===== src/verilog/turf_pkg.sv =====
package turf_pkg;

  // 160x120 frame buffer geometry
  localparam int X_W = 8;
  localparam int Y_W = 7;
  localparam int ADDR_W = X_W + Y_W;  // Clear scan address {x, y}

  localparam logic [Y_W-1:0] TIMER_ROW = 7'd119;

  // 3-bit RGB as the frame buffer stores it
  typedef enum logic [2:0] {
    black  = 3'b000,
    blue   = 3'b001,
    green  = 3'b010,
    red    = 3'b100,
    yellow = 3'b110,
    white  = 3'b111
  } colour_t;

  typedef enum logic [3:0] {
    start,
    clear_plot,
    clear_wait,
    clear_inc,
    draw_p1,
    draw_p2,
    draw_p3,
    draw_p4,
    draw_timer,
    game_end
  } game_state_t;

endpackage


===== src/verilog/game_control.sv =====
module game_control
  import turf_pkg::*;
(
  input  logic CLOCK_50,
  input  logic arst_n,
  input  logic space_pressed,
  input  logic running,
  input  logic wait_done,
  input  logic scan_done,
  output logic ld_p1,
  output logic ld_p2,
  output logic ld_p3,
  output logic ld_p4,
  output logic ld_timer,
  output logic clear_plot,
  output logic clear_wait,
  output logic clear_inc,
  output logic clear_black,
  output logic game_started,
  output logic game_over
);

  game_state_t state;
  game_state_t next_state;
  logic        in_clear;

  // Clear states are shared by the opening and the closing clear
  assign in_clear = (state == turf_pkg::clear_plot) ||
                    (state == turf_pkg::clear_wait) ||
                    (state == turf_pkg::clear_inc);

  assign clear_black = in_clear && !game_started;

  always_comb
  begin
    next_state = state;
    case (state)
      start:
        if (space_pressed)
          next_state = turf_pkg::clear_plot;
      turf_pkg::clear_plot:
        next_state = turf_pkg::clear_wait;
      turf_pkg::clear_wait:
        if (wait_done)
          next_state = turf_pkg::clear_inc;
      turf_pkg::clear_inc:
      begin
        if (!scan_done)
          next_state = turf_pkg::clear_plot;
        else if (clear_black)
          next_state = draw_p1;  // Opening clear finished
        else
          next_state = game_end;
      end
      draw_p1:
        next_state = draw_p2;
      draw_p2:
        next_state = draw_p3;
      draw_p3:
        next_state = draw_p4;
      draw_p4:
        next_state = draw_timer;
      draw_timer:
        // Wipe the board white once time is up
        next_state = running ? draw_p1 : turf_pkg::clear_plot;
      game_end:
        next_state = game_end;
      default:
        next_state = start;
    endcase
  end

  always_ff @(posedge CLOCK_50 or negedge arst_n)
  begin
    if (!arst_n)
    begin
      state <= start;
    end
    else
    begin
      state <= next_state;
    end
  end

  // Play flag set on the first round and never cleared
  always_ff @(posedge CLOCK_50 or negedge arst_n)
  begin
    if (!arst_n)
    begin
      game_started <= 1'b0;
    end
    else if (next_state == draw_p1)
    begin
      game_started <= 1'b1;
    end
  end

  assign ld_p1      = (state == draw_p1);
  assign ld_p2      = (state == draw_p2);
  assign ld_p3      = (state == draw_p3);
  assign ld_p4      = (state == draw_p4);
  assign ld_timer   = (state == draw_timer);
  assign clear_plot = (state == turf_pkg::clear_plot);
  assign clear_wait = (state == turf_pkg::clear_wait);
  assign clear_inc  = (state == turf_pkg::clear_inc);
  assign game_over  = (state == game_end);

endmodule


===== src/verilog/plot_datapath.sv =====
module plot_datapath
  import turf_pkg::*;
#(
  parameter int SCREEN_W   = 160,
  parameter int CLEAR_WAIT = 7000
)
(
  input  logic           CLOCK_50,
  input  logic           arst_n,
  input  logic           ld_p1,
  input  logic           ld_p2,
  input  logic           ld_p3,
  input  logic           ld_p4,
  input  logic           ld_timer,
  input  logic           clear_plot,
  input  logic           clear_wait,
  input  logic           clear_inc,
  input  logic           clear_black,
  input  logic [X_W-1:0] p1_x,
  input  logic [Y_W-1:0] p1_y,
  input  logic [X_W-1:0] p2_x,
  input  logic [Y_W-1:0] p2_y,
  input  logic [X_W-1:0] p3_x,
  input  logic [Y_W-1:0] p3_y,
  input  logic [X_W-1:0] p4_x,
  input  logic [Y_W-1:0] p4_y,
  input  logic [X_W-1:0] timer_x,
  output logic           plot,
  output logic [X_W-1:0] x,
  output logic [Y_W-1:0] y,
  output colour_t        colour,
  output logic           wait_done,
  output logic           scan_done
);

  localparam int WAIT_W = $clog2(CLEAR_WAIT + 1);

  logic [ADDR_W-1:0] scan_addr;
  logic [ADDR_W-1:0] scan_next;
  logic [WAIT_W-1:0] wait_cnt;

  assign scan_next = scan_addr + 1'b1;

  // Last pixel of the scan is the one whose successor leaves the screen
  assign scan_done = (scan_next[ADDR_W-1:Y_W] == X_W'(SCREEN_W));
  assign wait_done = (wait_cnt == '0);

  // Registered pixel one cycle behind its load strobe
  always_ff @(posedge CLOCK_50 or negedge arst_n)
  begin
    if (!arst_n)
    begin
      plot   <= 1'b0;
      x      <= '0;
      y      <= '0;
      colour <= black;
    end
    else
    begin
      plot <= ld_p1 | ld_p2 | ld_p3 | ld_p4 | ld_timer | clear_plot;
      if (ld_p1)
      begin
        x      <= p1_x;
        y      <= p1_y;
        colour <= blue;
      end
      else if (ld_p2)
      begin
        x      <= p2_x;
        y      <= p2_y;
        colour <= green;
      end
      else if (ld_p3)
      begin
        x      <= p3_x;
        y      <= p3_y;
        colour <= red;
      end
      else if (ld_p4)
      begin
        x      <= p4_x;
        y      <= p4_y;
        colour <= yellow;
      end
      else if (ld_timer)
      begin
        x      <= timer_x;
        y      <= TIMER_ROW;  // Bottom row
        colour <= white;
      end
      else if (clear_plot)
      begin
        x      <= scan_addr[ADDR_W-1:Y_W];
        y      <= scan_addr[Y_W-1:0];
        colour <= clear_black ? black : white;
      end
    end
  end

  // Scan address rewinds on every round so the closing clear starts at 0
  always_ff @(posedge CLOCK_50 or negedge arst_n)
  begin
    if (!arst_n)
    begin
      scan_addr <= '0;
    end
    else if (ld_p1)
    begin
      scan_addr <= '0;
    end
    else if (clear_inc)
    begin
      scan_addr <= scan_next;
    end
  end

  always_ff @(posedge CLOCK_50 or negedge arst_n)
  begin
    if (!arst_n)
    begin
      wait_cnt <= '0;
    end
    else if (clear_plot)
    begin
      wait_cnt <= WAIT_W'(CLEAR_WAIT - 1);  // Zero on the last wait cycle
    end
    else if (clear_wait && !wait_done)
    begin
      wait_cnt <= wait_cnt - 1'b1;
    end
  end

endmodule


===== src/verilog/game_timer.sv =====
module game_timer
  import turf_pkg::*;
#(
  parameter int TIMER_DIV = 2_500_000,
  parameter int TIMER_END = 158
)
(
  input  logic           CLOCK_50,
  input  logic           arst_n,
  input  logic           game_started,
  output logic [X_W-1:0] timer_x,
  output logic           running
);

  localparam int DIV_W = $clog2(TIMER_DIV + 1);

  logic [DIV_W-1:0] div_cnt;
  logic             tick;

  assign tick = game_started && (div_cnt == DIV_W'(TIMER_DIV - 1));

  // Tick divider in place of a second clock domain
  always_ff @(posedge CLOCK_50 or negedge arst_n)
  begin
    if (!arst_n)
      div_cnt <= '0;
    else if (tick)
      div_cnt <= '0;
    else if (game_started)
      div_cnt <= div_cnt + 1'b1;
  end

  always_ff @(posedge CLOCK_50 or negedge arst_n)
  begin
    if (!arst_n)
    begin
      timer_x <= '0;
      running <= 1'b1;
    end
    else if (tick && running)
    begin
      timer_x <= timer_x + 1'b1;
      if (timer_x >= X_W'(TIMER_END))
        running <= 1'b0;  // Column frozen from here on
    end
  end

endmodule


===== src/verilog/turf_top.sv =====
module turf_top
  import turf_pkg::*;
#(
  parameter int SCREEN_W   = 160,
  parameter int CLEAR_WAIT = 7000,
  parameter int TIMER_DIV  = 2_500_000,
  parameter int TIMER_END  = 158
)
(
  input  logic           CLOCK_50,
  input  logic           arst_n,
  input  logic           space_pressed,
  input  logic [X_W-1:0] p1_x,
  input  logic [X_W-1:0] p2_x,
  input  logic [X_W-1:0] p3_x,
  input  logic [X_W-1:0] p4_x,
  input  logic [Y_W-1:0] p1_y,
  input  logic [Y_W-1:0] p2_y,
  input  logic [Y_W-1:0] p3_y,
  input  logic [Y_W-1:0] p4_y,
  output logic           plot,
  output logic [X_W-1:0] x,
  output logic [Y_W-1:0] y,
  output colour_t        colour,
  output logic           game_started,
  output logic           running,
  output logic           game_over
);

  logic           ld_p1;
  logic           ld_p2;
  logic           ld_p3;
  logic           ld_p4;
  logic           ld_timer;
  logic           clear_plot;
  logic           clear_wait;
  logic           clear_inc;
  logic           clear_black;
  logic           wait_done;
  logic           scan_done;
  logic [X_W-1:0] timer_x;

  game_control u_control (
    .CLOCK_50     (CLOCK_50),
    .arst_n       (arst_n),
    .space_pressed(space_pressed),
    .running      (running),
    .wait_done    (wait_done),
    .scan_done    (scan_done),
    .ld_p1        (ld_p1),
    .ld_p2        (ld_p2),
    .ld_p3        (ld_p3),
    .ld_p4        (ld_p4),
    .ld_timer     (ld_timer),
    .clear_plot   (clear_plot),
    .clear_wait   (clear_wait),
    .clear_inc    (clear_inc),
    .clear_black  (clear_black),
    .game_started (game_started),
    .game_over    (game_over)
  );

  plot_datapath #(
    .SCREEN_W  (SCREEN_W),
    .CLEAR_WAIT(CLEAR_WAIT)
  ) u_datapath (
    .CLOCK_50   (CLOCK_50),
    .arst_n     (arst_n),
    .ld_p1      (ld_p1),
    .ld_p2      (ld_p2),
    .ld_p3      (ld_p3),
    .ld_p4      (ld_p4),
    .ld_timer   (ld_timer),
    .clear_plot (clear_plot),
    .clear_wait (clear_wait),
    .clear_inc  (clear_inc),
    .clear_black(clear_black),
    .p1_x       (p1_x),
    .p1_y       (p1_y),
    .p2_x       (p2_x),
    .p2_y       (p2_y),
    .p3_x       (p3_x),
    .p3_y       (p3_y),
    .p4_x       (p4_x),
    .p4_y       (p4_y),
    .timer_x    (timer_x),
    .plot       (plot),
    .x          (x),
    .y          (y),
    .colour     (colour),
    .wait_done  (wait_done),
    .scan_done  (scan_done)
  );

  game_timer #(
    .TIMER_DIV(TIMER_DIV),
    .TIMER_END(TIMER_END)
  ) u_timer (
    .CLOCK_50    (CLOCK_50),
    .arst_n      (arst_n),
    .game_started(game_started),
    .timer_x     (timer_x),
    .running     (running)
  );

endmodule


===== config.mk =====
export PLATFORM = sky130hd
export DESIGN_NAME = turf_top
export DESIGN_NICKNAME = d
export VERILOG_FILES = /design/src/verilog/turf_pkg.sv /design/src/verilog/game_control.sv /design/src/verilog/plot_datapath.sv /design/src/verilog/game_timer.sv /design/src/verilog/turf_top.sv
export SDC_FILE = /design/constraint.sdc
export NUM_CORES = 1
export LEC_CHECK = 0
export ABC_AREA = 1
export BUFFER_PORTS_ARGS = -buffer_cell sky130_fd_sc_hd__clkbuf_2
export CAP_MARGIN = 25
export CORE_MARGIN = 5
export CORE_UTILIZATION = 51
export CTS_CLUSTER_SIZE = 40
export DETAILED_ROUTE_END_ITERATION = 10
export HOLD_SLACK_MARGIN = 0.02
export PLACE_DENSITY = 0.75
export SYNTH_ARGS = -nofsm -noshare
export SYNTH_HDL_FRONTEND = slang
export SYNTH_SLANG_ARGS = --single-unit
export TNS_END_PERCENT = 30

===== constraint.sdc =====
create_clock -name CLOCK_50 -period 1.85 [get_ports CLOCK_50]
set_clock_uncertainty 0.1 [all_clocks]
set_input_delay 0.37 -clock CLOCK_50 [delete_from_list [all_inputs] [get_ports CLOCK_50]]
set_output_delay 0.37 -clock CLOCK_50 [all_outputs]
set_load 0.01 [all_outputs]

==> summary.md <==
| Metric | Value |
|---|---|
| Overflow after GRT | `0` |
| Cell Rows | `36` |
| Worst VDD drop | `roughly 420 uV` |
| Core area | `9730 um^2` |
| Syn Area/Cell | `about 7.4 um^2` |
| Die Ht | `109 um` |
| Maxcap violations | `0` |
| Die ar. | `12000 um^2` |
| Post-synthesis cell area | `5040 um^2` |
| Data arrival, critical path | `1360 ps` |
| Slowest cell on crit path | `dfrtp_1` |
| CP max stage delay | `370 ps` |
| Worst reg2reg startpoint | `u_timer.div_cnt[1]` |
| Post-DP HPWL | `11.1 mm` |
| Fin. max-slew vios | `0` |
| Yosys reg bits | `between 80 and 90` |
| Tcrit/Tclk final | `98.8%` |
| Root Buffer | `clkbuf_8` |
| Post-synth EDFFs | `0` |
| Worst-case reg-to-reg path depth | `8` |
| First-pass GRT wire length | `24.3 mm` |
| Reg-to-reg slack, setup | `50 ps` |
| PortBufs | `84` |
| Post-Synthesis Net Count | `745` |
| P_sw | `763 uW` |
| Synth Flop Type | `dfrtp_1` |
| Total GRT Usage | `about a quarter` |
| Seq/Total Area, Yosys | `around two fifths` |
| Gpl congestion | `0.976` |
| Post-Syn Instances | `a little under 700` |
| Synth area leader | `dfrtp_1` |
| Worst r2r dst | `u_timer.div_cnt[5]` |
| Layout cells sized above 1 | `25.9%` |
| Clock share of power | `43.2%` |
| Worst path cell trace | `inv_1 -> nor2_2 -> inv_1 -> nor2_4 -> clkbuf_2` |
| Tmin final | `approximately 1800 ps` |
| Drt wl/cell | `16.0 um` |
| Ports | `85` |
| CP Launch Type | `flip-flop` |
| Critical path endpoint category | `output pin` |
| Met2 usage | `roughly 43%` |
| Most Crowded Layer GR | `met2` |
| Post-synth cell types | `just under 50` |
| Met1 usage | `about 34%` |
| TritonCTS clock tree | `done` |
| Vias | `5218` |
| CTS Buf Count | `9` |
| Layout area overhead | `22.9%` |
| Post-route cell area | `roughly 6200 um^2` |
| WS Path Type | `flip-flop to output pin` |
| Outcome | `finished, final reports clean` |
| Sw Ratio | `22.5%` |
| CTS Buffer Depth | `2` |
| Syn. warnings | `0` |
| DR pass1 iterations | `5` |
| Drt initial violations | `between 400 and 500` |
| WP data required | `~1400 ps` |
| Leakage Power | `3.02 nW` |
| Initial Utilization | `51.8%` |
| Htree depth | `3` |
| Inst Count DP | `between 900 and 1000` |
| Number of remaining DRC errors | `0` |
| Maximum clock frequency | `547 MHz` |
| Worst Hold Class | `input pin to flip-flop` |
| Antenna cells | `0` |
| Total negative slack | `0 ps` |
| Hold Path End | `u_datapath.y[1]` |
| Initial antenna violation count | `0` |
| Hold path depth | `3` |
| P per Cell Area | `548 nW/um^2` |
| Clock Pin Slew Worst Setup and Hold Paths | `90 ps` |
| Post-DR vias/cell | `about 5.6` |
| Worst skew pair latency | `360 ps` |
| Dpl cell area | `5750 um^2` |
| RSZ-0062 raised after global routing | `true` |
| Asr flop ratio synth | `100%` |
| Met3 global-route usage | `under 10%` |
| Top cells by area, synth | `dfrtp_1, nand2_1, o21ai_0` |
| Vias in the first global route | `approximately 5200` |
| Most used cell, CP | `inv_1` |
| Hold Path Origin | `p1_y[1]` |
| Final net count | `863` |
| Sequential Power Share | `a little over half` |
| Crit path max fanout | `3` |
| Largest net degree at the start of global routing | `34` |
| Max-slew headroom | `71.1%` |
| Setup Viol. Count Final | `0` |
| Fillers | `891` |
| Synth top area share | `40.7%` |
| Non-Filler Instances | `around 930` |
| Die X | `109 um` |
| Power share of the combinational group | `under 10%` |
| Slew of the pin with the lowest slew margin | `~430 ps` |
| Cell Int Power | `around 2.6 mW` |
| CTS sink cnt | `83` |
| Detail Route Antenna Nets | `0` |
| Fin. Hold Viols | `0` |
| WL final | `14.9 mm` |
## registers in the layout (all words and copies together), names as in the netlist
name,count
u_timer.timer_x,8
u_datapath.x,8
u_control.game_started,1
u_timer.running,1
u_datapath.plot,1
u_datapath.y,7
u_datapath.colour,3
u_datapath.wait_cnt,13
u_timer.div_cnt,22
u_control.state,4
u_datapath.scan_addr,15
## worst max path at each step
stage          slack, ps  cells past startpoint              startpoint                       to
2_1_floorplan         80                     10  u_datapath.wait_cnt[0]  u_datapath.wait_cnt[11]
3_3_place_gp          10                     10  u_datapath.wait_cnt[0]   u_datapath.wait_cnt[6]
3_5_place_dp         -60                     10  u_datapath.wait_cnt[0]   u_datapath.wait_cnt[6]
4_1_cts                4                      4      u_control.state[1]                game_over
5_1_grt              -70                     10  u_datapath.wait_cnt[1]   u_datapath.wait_cnt[6]
6_report              20                      5      u_control.state[3]                game_over
## power by group through the flow
stage	sequential (mW)	combinational, mW	clock [mW]
after floorplan	1.85	0.000279	0
after global placement	1.85	0.115	0
after detailed placement	1.85	0.116	0
after CTS	1.81	0.119	1.48
after global routing	1.81	0.130	1.57
final	1.81	0.116	1.47
## per-stage QoR
step	utilization [%]	power, mW	hold slack, ps	setup slack, ps
after floorplan	-	1.85	-25.6	80.1
after global placement	59.1	1.96	230	9.97
after detailed placement	59.1	1.96	241	-60.4
after CTS	61.8	3.41	158	3.69
after global routing	63.7	3.51	162	-67.7
final	63.7	3.39	159	23.1
## cell families (layout without fill, tap and decap cells)
group	after synthesis	count (layout)	share of synthesized area, %
simple gates	318	319	28.8
mux	1	1	0.199
compound gates	149	149	16.9
flops	83	83	41.2
buf+inv	104	226	8.74
fa+ha+maj	5	5	1.24
xor+xnor	17	17	2.95
## synth_stat cells (5+ instances only)
master / n
nand2_1: 148
dfrtp_1: 82
inv_1: 77
o21ai_0: 66
nor2_1: 56
nand3_1: 48
a21oi_1: 26
nand4_1: 17
o22ai_1: 16
o21ai_1: 14
nor3_1: 13
xor2_1: 13
a22oi_1: 9
inv_2: 9
buf_2: 7
nand2_2: 6
nor2_2: 6
ha_1: 5
nor4_1: 5
or2_2: 5
## cell type report
class,instances,area [um^2],area share [%]
inverter,88,339,5.47
timing repair buffer,122,723,11.7
clock inverter,6,88.8,1.43
sequential,83,2080,33.6
tap,133,166,2.69
multi-input combinational,491,2670,43.1
clock buffer,10,128,2.06
## worst max-delay path, delay by kind of cell, from the launching register on
family	cells	cell delay, ps
flip-flops	1	370
buffers and inverters	3	330
AND/OR/NAND/NOR	2	310
## cell usage in the layout, fill, tap and decap left out, drive strengths merged, types with 4 or more instances in the layout
| cell | count |
|---|---|
| nand2 | 158 |
| clkbuf | 93 |
| inv | 88 |
| o21ai | 83 |
| dfrtp | 82 |
| nor2 | 66 |
| nand3 | 49 |
| buf | 38 |
| a21oi | 27 |
| nand4 | 17 |
| o22ai | 16 |
| xor2 | 13 |
| nor3 | 13 |
| a22oi | 9 |
| or2 | 9 |
| nor4 | 5 |
| ha | 5 |
| xnor2 | 4 |
## what timing repair did
item / CTS / global route
setup endpoints to repair: 15 / 67
pin swaps: 4 / 11
cloned: 0 / 1
gates resized for setup: 7 / 42
hold endpoints to repair: 28 / 0
buffers inserted: 3 / 6
hold buffers: 1 / 0
## routing by layer
| metal | routed length, um | share of wire [%] | vias up |
|---|---|---|---|
| met5 | 0 | 0 | - |
| met4 | 424 | 2.8 | 0 |
| met3 | 1030 | 6.9 | 41 |
| met2 | 7350 | 49 | 223 |
| met1 | 6100 | 41 | 2468 |
| li1 | - | - | 2486 |
Note: power is estimated with default switching activity, not from simulation.
